===== config.mk =====
export PLATFORM = sky130hd
export DESIGN_NAME = phy_mdio_init
export DESIGN_NICKNAME = d
export VERILOG_FILES = /design/src/design/mdio_pkg.sv /design/src/design/mdio_init_seq.sv /design/src/design/mdio_master.sv /design/src/design/phy_mdio_init.sv
export VERILOG_INCLUDE_DIRS = /design/src /design/src/design
export SDC_FILE = /design/constraint.sdc
export NUM_CORES = 1
export LEC_CHECK = 0
export CAP_MARGIN = 20
export CORE_ASPECT_RATIO = 1.5
export CORE_MARGIN = 5
export CORE_UTILIZATION = 60
export CTS_CLUSTER_SIZE = 24
export DETAILED_ROUTE_END_ITERATION = 7
export DONT_BUFFER_PORTS = 1
export PLACE_DENSITY = 0.85
export SYNTH_ARGS = -nofsm -noshare
export SYNTH_HDL_FRONTEND = slang
export SYNTH_HIERARCHICAL = 1
export SYNTH_SLANG_ARGS = --single-unit

===== constraint.sdc =====
create_clock -name clk_125mhz -period 6.41 [get_ports clk_125mhz]
set_clock_uncertainty 0.05 [all_clocks]
set_input_delay 1.282 -clock clk_125mhz [delete_from_list [all_inputs] [get_ports clk_125mhz]]
set_output_delay 1.282 -clock clk_125mhz [all_outputs]
set_load 0.01 [all_outputs]

===== src/design/mdio_defines.svh =====
// mdio init constants
`ifndef MDIO_DEFINES_SVH
`define MDIO_DEFINES_SVH

// phy on the management bus
`define MDIO_PHY_ADDR 5'd3
// clock cycles per mdc half period, minus one
`define MDIO_PRESCALE 3
// start-up delay in clock cycles
`define MDIO_INIT_DELAY 100

// clause-22 frame fields
`define MDIO_ST_C22 2'b01
`define MDIO_OP_WRITE 2'b01
`define MDIO_TA_WRITE 2'b10
`define MDIO_PREAMBLE_LEN 32

// indirect access through regcr and addar
`define REG_REGCR 5'h0D
`define REG_ADDAR 5'h0E
`define REGCR_ADDR_MODE 16'h001F
`define REGCR_DATA_MODE 16'h401F

// extended registers and the values written to them
`define EXT_CFG4 16'h0031
`define EXT_CFG4_VAL 16'h0070
`define EXT_SGMIICTL1 16'h00D3
`define EXT_SGMIICTL1_VAL 16'h4000
`define EXT_10M_SGMII_CFG 16'h016F
`define EXT_10M_SGMII_CFG_VAL 16'h0015

`endif


===== src/design/mdio_pkg.sv =====
// mdio types
package mdio_pkg;

    typedef logic [4:0] phy_addr_t;
    typedef logic [4:0] reg_addr_t;
    typedef logic [15:0] reg_data_t;

    // st, op, phy addr, reg addr, ta and data
    typedef logic [31:0] mdio_word_t;

    // four writes per indirect access
    typedef enum logic [2:0] {
        load_addr,
        write_addr,
        load_data,
        write_data,
        done
    } seq_phase_t;

    typedef enum logic [1:0] {
        idle,
        preamble,
        shift
    } mdio_state_t;

endpackage


===== src/design/mdio_init_seq.sv =====
// phy extended register init sequencer
`timescale 1ns/1ps
`include "mdio_defines.svh"

module mdio_init_seq (
    input  logic                clk_125mhz,
    input  logic                rst_125mhz,
    output logic                cmd_valid,
    input  logic                cmd_ready,
    output mdio_pkg::reg_addr_t cmd_reg_addr,
    output mdio_pkg::reg_data_t cmd_data,
    input  logic                master_idle,
    output logic                init_done
);
    import mdio_pkg::*;

    localparam int DELAY_W = $clog2(`MDIO_INIT_DELAY + 1);
    localparam int LAST_REG = 2;

    logic [DELAY_W-1:0] delay_cnt;
    logic [1:0]         reg_idx;
    seq_phase_t         phase;
    reg_data_t          ext_addr;
    reg_data_t          ext_val;
    logic               cmd_xfer;

    // hold off until the phy has come out of reset
    always_ff @(posedge clk_125mhz) begin
        if (rst_125mhz) begin
            delay_cnt <= DELAY_W'(`MDIO_INIT_DELAY);
        end else if (delay_cnt != '0) begin
            delay_cnt <= delay_cnt - 1'b1;
        end
    end

    assign cmd_valid = (delay_cnt == '0) && (phase != done);
    assign cmd_xfer = cmd_valid && cmd_ready;

    // step through the writes, one per accepted command
    always_ff @(posedge clk_125mhz) begin
        if (rst_125mhz) begin
            phase <= load_addr;
            reg_idx <= '0;
        end else if (cmd_xfer) begin
            case (phase)
                load_addr: begin
                    phase <= write_addr;
                end
                write_addr: begin
                    phase <= load_data;
                end
                load_data: begin
                    phase <= write_data;
                end
                write_data: begin
                    if (reg_idx == 2'(LAST_REG)) begin
                        phase <= done;
                    end else begin
                        reg_idx <= reg_idx + 1'b1;
                        phase <= load_addr;
                    end
                end
                default: begin
                    phase <= done;
                end
            endcase
        end
    end

    // wait for the last frame to leave the wire
    always_ff @(posedge clk_125mhz) begin
        if (rst_125mhz) begin
            init_done <= 1'b0;
        end else begin
            init_done <= (phase == done) && master_idle;
        end
    end

    // extended register table
    always_comb begin
        case (reg_idx)
            2'd1: begin
                ext_addr = `EXT_SGMIICTL1;
                ext_val = `EXT_SGMIICTL1_VAL;
            end
            2'd2: begin
                ext_addr = `EXT_10M_SGMII_CFG;
                ext_val = `EXT_10M_SGMII_CFG_VAL;
            end
            default: begin
                ext_addr = `EXT_CFG4;
                ext_val = `EXT_CFG4_VAL;
            end
        endcase
    end

    // regcr selects the mode, addar carries address or value
    always_comb begin
        cmd_reg_addr = `REG_ADDAR;
        cmd_data = '0;
        case (phase)
            load_addr: begin
                cmd_reg_addr = `REG_REGCR;
                cmd_data = `REGCR_ADDR_MODE;
            end
            write_addr: begin
                cmd_data = ext_addr;
            end
            load_data: begin
                cmd_reg_addr = `REG_REGCR;
                cmd_data = `REGCR_DATA_MODE;
            end
            write_data: begin
                cmd_data = ext_val;
            end
            default: begin
                cmd_data = '0;
            end
        endcase
    end

endmodule


===== src/design/mdio_master.sv =====
// mdio clause-22 write master
`timescale 1ns/1ps
`include "mdio_defines.svh"

module mdio_master (
    input  logic                clk_125mhz,
    input  logic                rst_125mhz,
    input  logic                cmd_valid,
    output logic                cmd_ready,
    input  mdio_pkg::reg_addr_t cmd_reg_addr,
    input  mdio_pkg::reg_data_t cmd_data,
    output logic                mdc,
    output logic                mdio_o,
    output logic                mdio_t
);
    import mdio_pkg::*;

    localparam int PRESC_W = $clog2(`MDIO_PRESCALE + 1);
    localparam int BIT_W = $clog2(`MDIO_PREAMBLE_LEN);
    localparam int WORD_BITS = $bits(mdio_word_t);
    localparam phy_addr_t PHY_ADDR = `MDIO_PHY_ADDR;

    mdio_state_t        state;
    logic [PRESC_W-1:0] presc_cnt;
    logic [BIT_W-1:0]   bit_cnt;
    mdio_word_t         shift_reg;
    logic               half_end;
    logic               bit_end;
    logic               cmd_xfer;

    assign cmd_ready = (state == idle);
    assign cmd_xfer = cmd_valid && cmd_ready;

    // end of an mdc half period, and of a whole bit when mdc is high
    assign half_end = (presc_cnt == PRESC_W'(`MDIO_PRESCALE));
    assign bit_end = half_end && mdc;

    always_ff @(posedge clk_125mhz) begin
        if (rst_125mhz) begin
            state <= idle;
            presc_cnt <= '0;
            bit_cnt <= '0;
            mdc <= 1'b0;
            mdio_o <= 1'b1;
            mdio_t <= 1'b1;
        end else begin
            case (state)
                idle: begin
                    presc_cnt <= '0;
                    mdc <= 1'b0;
                    if (cmd_xfer) begin
                        // first preamble bit goes out next cycle
                        state <= preamble;
                        bit_cnt <= BIT_W'(`MDIO_PREAMBLE_LEN - 1);
                        mdio_o <= 1'b1;
                        mdio_t <= 1'b0;
                    end
                end
                preamble, shift: begin
                    presc_cnt <= half_end ? '0 : presc_cnt + 1'b1;
                    if (half_end) begin
                        mdc <= ~mdc;
                    end
                    if (bit_end) begin
                        if (bit_cnt != '0) begin
                            bit_cnt <= bit_cnt - 1'b1;
                            mdio_o <= (state == preamble) ? 1'b1 : shift_reg[WORD_BITS-1];
                        end else if (state == preamble) begin
                            state <= shift;
                            bit_cnt <= BIT_W'(WORD_BITS - 1);
                            mdio_o <= shift_reg[WORD_BITS-1];
                        end else begin
                            // last data bit done, release the line
                            state <= idle;
                            mdio_o <= 1'b1;
                            mdio_t <= 1'b1;
                        end
                    end
                end
                default: begin
                    state <= idle;
                    mdio_t <= 1'b1;
                end
            endcase
        end
    end

    // frame body, msb first once the preamble is out
    always_ff @(posedge clk_125mhz) begin
        if (cmd_xfer) begin
            shift_reg <= {`MDIO_ST_C22, `MDIO_OP_WRITE, PHY_ADDR, cmd_reg_addr,
                          `MDIO_TA_WRITE, cmd_data};
        end else if (bit_end && (bit_cnt != '0 || state == preamble)) begin
            if (state == shift || bit_cnt == '0) begin
                shift_reg <= {shift_reg[WORD_BITS-2:0], 1'b0};
            end
        end
    end

endmodule


===== src/design/phy_mdio_init.sv =====
// phy mdio bring-up top
`timescale 1ns/1ps

module phy_mdio_init (
    input  logic clk_125mhz,
    input  logic rst_125mhz,
    output logic mdc,
    output logic mdio_o,
    output logic mdio_t,
    output logic phy_reset_n,
    output logic init_done
);
    import mdio_pkg::*;

    logic      cmd_valid;
    logic      cmd_ready;
    reg_addr_t cmd_reg_addr;
    reg_data_t cmd_data;

    // phy held in reset with the core
    assign phy_reset_n = ~rst_125mhz;

    mdio_init_seq u_seq (
        .clk_125mhz   (clk_125mhz),
        .rst_125mhz   (rst_125mhz),
        .cmd_valid    (cmd_valid),
        .cmd_ready    (cmd_ready),
        .cmd_reg_addr (cmd_reg_addr),
        .cmd_data     (cmd_data),
        .master_idle  (cmd_ready),
        .init_done    (init_done)
    );

    mdio_master u_master (
        .clk_125mhz   (clk_125mhz),
        .rst_125mhz   (rst_125mhz),
        .cmd_valid    (cmd_valid),
        .cmd_ready    (cmd_ready),
        .cmd_reg_addr (cmd_reg_addr),
        .cmd_data     (cmd_data),
        .mdc          (mdc),
        .mdio_o       (mdio_o),
        .mdio_t       (mdio_t)
    );

endmodule


-- Word level (Yosys, flattened, before mapping)
Cells that the tools add are included.
- input port bits: 2
- logic and storage cells: 95
- flip-flop bits (word level): 57
- output and inout port bits: 5
- bitwise gates (word level): 3
- reductions and logical operators: 26
- add/sub/neg operators: 4
- eq/ne operators: 16
- mux-type cells: 34
- operator list (cell ; number):
    23-bit 2-to-1 mux ; 3
    15-bit case mux with 4 select lines ; 1
    15-bit case mux with 2 select lines ; 1
    5-bit 2-to-1 mux ; 4
    9-bit case mux with 2 select lines ; 1
    2-bit 2-to-1 mux ; 6
    3-bit case mux with 4 select lines ; 1
    1-bit 2-to-1 mux ; 10
    5-bit case mux with 2 select lines ; 1
    3-bit AND reduction ; 3
    2-bit case mux with 2 select lines ; 2
    4-bit AND reduction ; 2
    7-bit logical NOT ; 1
    7-bit nonzero test ; 1
    7-bit by 1-bit subtractor with 7-bit output (second input constant) ; 1
    2-bit equality test (second input constant) ; 3
    3-bit by 2-bit equality test with 1-bit output (second input constant) ; 2
    2-bit inequality test (second input constant) ; 3
    1-bit case mux with 2 select lines ; 3
    2-bit AND reduction ; 3
    2-bit nonzero test ; 3
    1-bit logical AND ; 5
    5-bit logical NOT ; 1
    5-bit nonzero test ; 1
    14 further kinds ; 21

-- Longest topological paths before layout
- depth after elaboration: 5
- depth in mapped cells: 10
- gate-level depth less buffers: 9

-- Cells and area by module
The synthesis kept the hierarchy.
- by module, submodules not included (module ; cells an instance ; instances ; sequential area each (um^2) ; area an instance (um^2)):
    mdio_master ; 180 ; 1 ; 1091.0 ; 1981.9
    mdio_init_seq ; 107 ; 1 ; 260.2 ; 874.6
    phy_mdio_init ; 1 ; 1 ; 0.0 ; 3.8

-- Worst setup path before layout
Ideal clock, no wire load.
- path kind: input to output
- from: in rst_125mhz
- to: out phy_reset_n
- stages on the path: 1
- setup slack: 3.725 ns
- data arrival time: 1.353 ns
- path buffers: 0
- required time: 5.078 ns
- cells stage by stage: inv_1
- cells in the longest elaborated chain, start to end: 1
- ends and longest elaborated chain (what ; RTL line ; text):
    from (decl) ; phy_mdio_init.sv:6 ; input logic rst_125mhz,
    1-bit NOT ; phy_mdio_init.sv:21 ; assign phy_reset_n = ~rst_125mhz;
    to (decl) ; phy_mdio_init.sv:10 ; output logic phy_reset_n,
No other way between the ends.

-- Worst setup path in the final report
- from: reg u_seq.delay_cnt[2]
- to: reg u_master.bit_cnt[1]
- cells in the longest elaborated chain, start to end: 5
- ends and longest elaborated chain (what ; RTL line ; text):
    from (decl) ; mdio_init_seq.sv:20 ; logic [DELAY_W-1:0] delay_cnt;
    from (signal assigned) ; mdio_init_seq.sv:30 ; delay_cnt <= DELAY_W'(`MDIO_INIT_DELAY);
    from (signal assigned) ; mdio_init_seq.sv:32 ; delay_cnt <= delay_cnt - 1'b1;
    7-bit logical NOT ; mdio_init_seq.sv:36 ; assign cmd_valid = (delay_cnt == '0) && (phase != done);
    1-bit logical AND ; mdio_init_seq.sv:36 ;
    named net cmd_valid ; phy_mdio_init.sv:15 ; logic cmd_valid;
    1-bit logical AND ; mdio_master.sv:32 ; assign cmd_xfer = cmd_valid && cmd_ready;
    2-bit inequality test (no line) ; - ;
    4-bit AND reduction (no line) ; - ;
    to (signal assigned) ; mdio_master.sv:54 ; bit_cnt <= BIT_W'(`MDIO_PREAMBLE_LEN - 1);
    to (signal assigned) ; mdio_master.sv:66 ; bit_cnt <= bit_cnt - 1'b1;
    to (signal assigned) ; mdio_master.sv:70 ; bit_cnt <= BIT_W'(WORD_BITS - 1);
    to (decl) ; mdio_master.sv:25 ; logic [BIT_W-1:0] bit_cnt;
The timed path passes the listed nets, and every way through them passes these cells.
A chain may end at the register's enable or synchronous reset.

==> metrics <==
HP Class=reg -> reg; initial antenna violation count=0; Slew Limit Fails=0; Synth area leaders=dfxtp_1 (25%), edfxtp_1 (22%), a22o_1 (6.1%), ha_1 (5.7%), a21oi_1 (3.5%); Synth Cell Area=2860 um2; Least-Margin Pin Slew=1.074 ns; CTS HTree Levels=3; die area=6276 um2; GRT overflow=0; status=completed; Antenna Cells=0; post_cts resized=0; most common library cells after synthesis=dfxtp_1 (36), edfxtp_1 (21), nor2_1 (21); area of the multi-input gates=1351 um2; max_slew headroom=27.85%; DRC Markers=0; post-CTS setup repair buffer count=0; worst-path cell chain=nor4_1 -> nand2_1 -> a21oi_1 -> and2b_1 -> nor3_1 -> and4_2 -> nor3_1; Reg area=1351 um2; Post-synth EDFFs=21; unrepaired setup endpoints after global routing=false; leakage=0.001114 uW; type of origin of the critical path=flip-flop; fin crit share=52.53%; Setup TNS Final=0 ns; CP Class=reg -> reg; Worst Setup Slack post-DPL=3.172 ns; DRT Wirelength=5.229 mm; Detail Placement HPWL=3.294 mm; post-synthesis sequential area ratio=47.24%; Post-Place Cells=335; Starting Density=62.46%; Setup Viol. Count Final=0; Final Hold Vio Count=0; port buffer count=0; DP Area=2846 um2; Hold Path Depth=2; CTS tree=done; DR iter-0 viols=138; Root Buffer=clkbuf_8; worst skew pair latency=0.33 ns; Max VDD drop=174.2 uV; leading area contributor after synthesis=dfxtp_1; syn avg cell area=9.931 um2; Placer Congestion=0.7903; Synth Warn #=6; first-pass GRT wire length=8.921 mm; Die X=66.38 um; ys async rst share=0%; Max-cap violations=0; CTS Buffer Depth=2; Top cell by count, worst path=nor3_1; Core Area=4579 um2; cell with the most instances after synthesis=dfxtp_1; worst-path fanout max=11; post-synth cell types=49; Synth top area share=25.20%; Data arrival, critical path=3.54 ns; Post-Synthesis Cells=288; vias in the first global route=1968; vias post-DR=2101; die span in y=94.56 um; Worst Slack Setup Final=3.043 ns; Wirelength per Cell=14.90 um; layout cells sized above 1=11.50%; Largest register FFs=32; Most used DFF post-synth=dfxtp_1; Worst Reg-to-Reg Cells=7; max incr delay on CP=0.87 ns; GRT Total Usage=18.86%; CTS Hold Bufs=0; Worst-path clk slew=0.06 ns; Crit. End Element=flip-flop; Layout Cells excl Fill=351; Layout area overhead=7.524%; Final nets=297; Std-Cell Rows=30; fin crit period=3.367 ns; Crit path required time=6.58 ns; Crit-path slowest cell=nor4_1; Seq cells post-synth=57; fillers=361; CTS sink count=57; post-route ant nets=0; via/cell ratio=5.986; Num CTS Buffers=9; Power Dens Cells=323.9 nW/um2; io pins=7; final instance area=3075 um2; TritonRoute pass-1 iters=4; largest net degree at the start of global routing=32; Fmax=0.2970 GHz
layout by cell type, fill, tap and decap left out, types with 2 or more instances in the layout:
cell type,n
dfxtp_1,36
nor2_1,21
edfxtp_1,21
a22o_1,20
a21oi_1,20
nand2_1,16
nor3_1,13
ha_1,13
inv_1,12
nand3_1,12
clkbuf_8,9
o21ai_0,9
conb_1,9
nor3b_1,5
a31oi_1,5
mux2_2,4
nand2b_1,4
and3_1,3
mux2i_1,3
nand3b_1,3
nor4b_1,3
a211o_1,3
or2_2,3
or4_1,3
bufinv_16,2
and2_1,2
o21ai_1,2
and4_2,2
xnor2_1,2
nor2b_1,2
a211oi_1,2
per-layer routing:
layer | vias up | track usage, % | wire length (um)
met5 | - | 0 | 0
met3 | 6 | 4.405 | 233
met4 | 0 | 10.34 | 78
met2 | 56 | 31.32 | 2687
li1 | 1020 | - | -
met1 | 1019 | 22.08 | 2229
kinds of logic (layout without fill, tap and decap cells):
| logic type | after synthesis | after routing | share of synthesized area [%] |
|---|---|---|---|
| other | 2 | 9 | 0.2626 |
| flip-flops | 57 | 57 | 47.24 |
| buffers and inverters | 38 | 30 | 6.430 |
| XOR/XNOR | 3 | 3 | 0.9188 |
| multiplexers | 7 | 7 | 2.625 |
| AO/OA/AOI/OAI | 67 | 67 | 16.40 |
| AND/OR/NAND/NOR | 101 | 101 | 20.43 |
| adder cells (fa/ha/maj) | 13 | 13 | 5.687 |
cell type report:
type                       instances  area share (%)
clock buffer                      11           4.963
clock inverter                     5           2.482
inverter                          12           1.465
multi-input combinational        200           43.94
sequential                        57           43.94
tap                               64           2.604
timing repair buffer               2          0.6103
power by group:
part	leakage, uW	switching [uW]	internal, uW	total [uW]
clock network	0.000112	142	241	383
logic	0.000522	104	87.0	191
registers	0.000480	27.8	395	423
total	0.00111	274	723	996
path summary, 6_finish.rpt:
path / start / to / slack [ns]
worst min-delay path: u_master/shift_reg[29]$_SDFFE_PP0P_ / u_master/shift_reg[29]$_SDFFE_PP0P_ / 0.42
worst max register to register: u_seq/delay_cnt[2]$_SDFFE_PP1P_ / u_master/bit_cnt[1]$_SDFFE_PP0P_ / 3.04
worst max-delay path: u_seq/delay_cnt[2]$_SDFFE_PP1P_ / u_master/bit_cnt[1]$_SDFFE_PP0P_ / 3.04
worst min register to register: u_master/shift_reg[29]$_SDFFE_PP0P_ / u_master/shift_reg[29]$_SDFFE_PP0P_ / 0.42
critical path, delay by kind of cell (launching register included):
kind	cells	cell delay (ns)
AO/OA/AOI/OAI	1	0.28
AND/OR/NAND/NOR	6	2.56
flip-flops	1	0.36
through the flow:
stage	utilization, %	power (uW)	hold WS (ns)
floorplan	-	587.4	0.3786
global placement	61.91	609.1	0.3944
detailed placement	62.16	614.2	0.4033
CTS	67.16	1002	0.4136
global route	67.16	1046	0.4308
finish	67.16	996.1	0.4165
(Power assumes the default switching activity.)
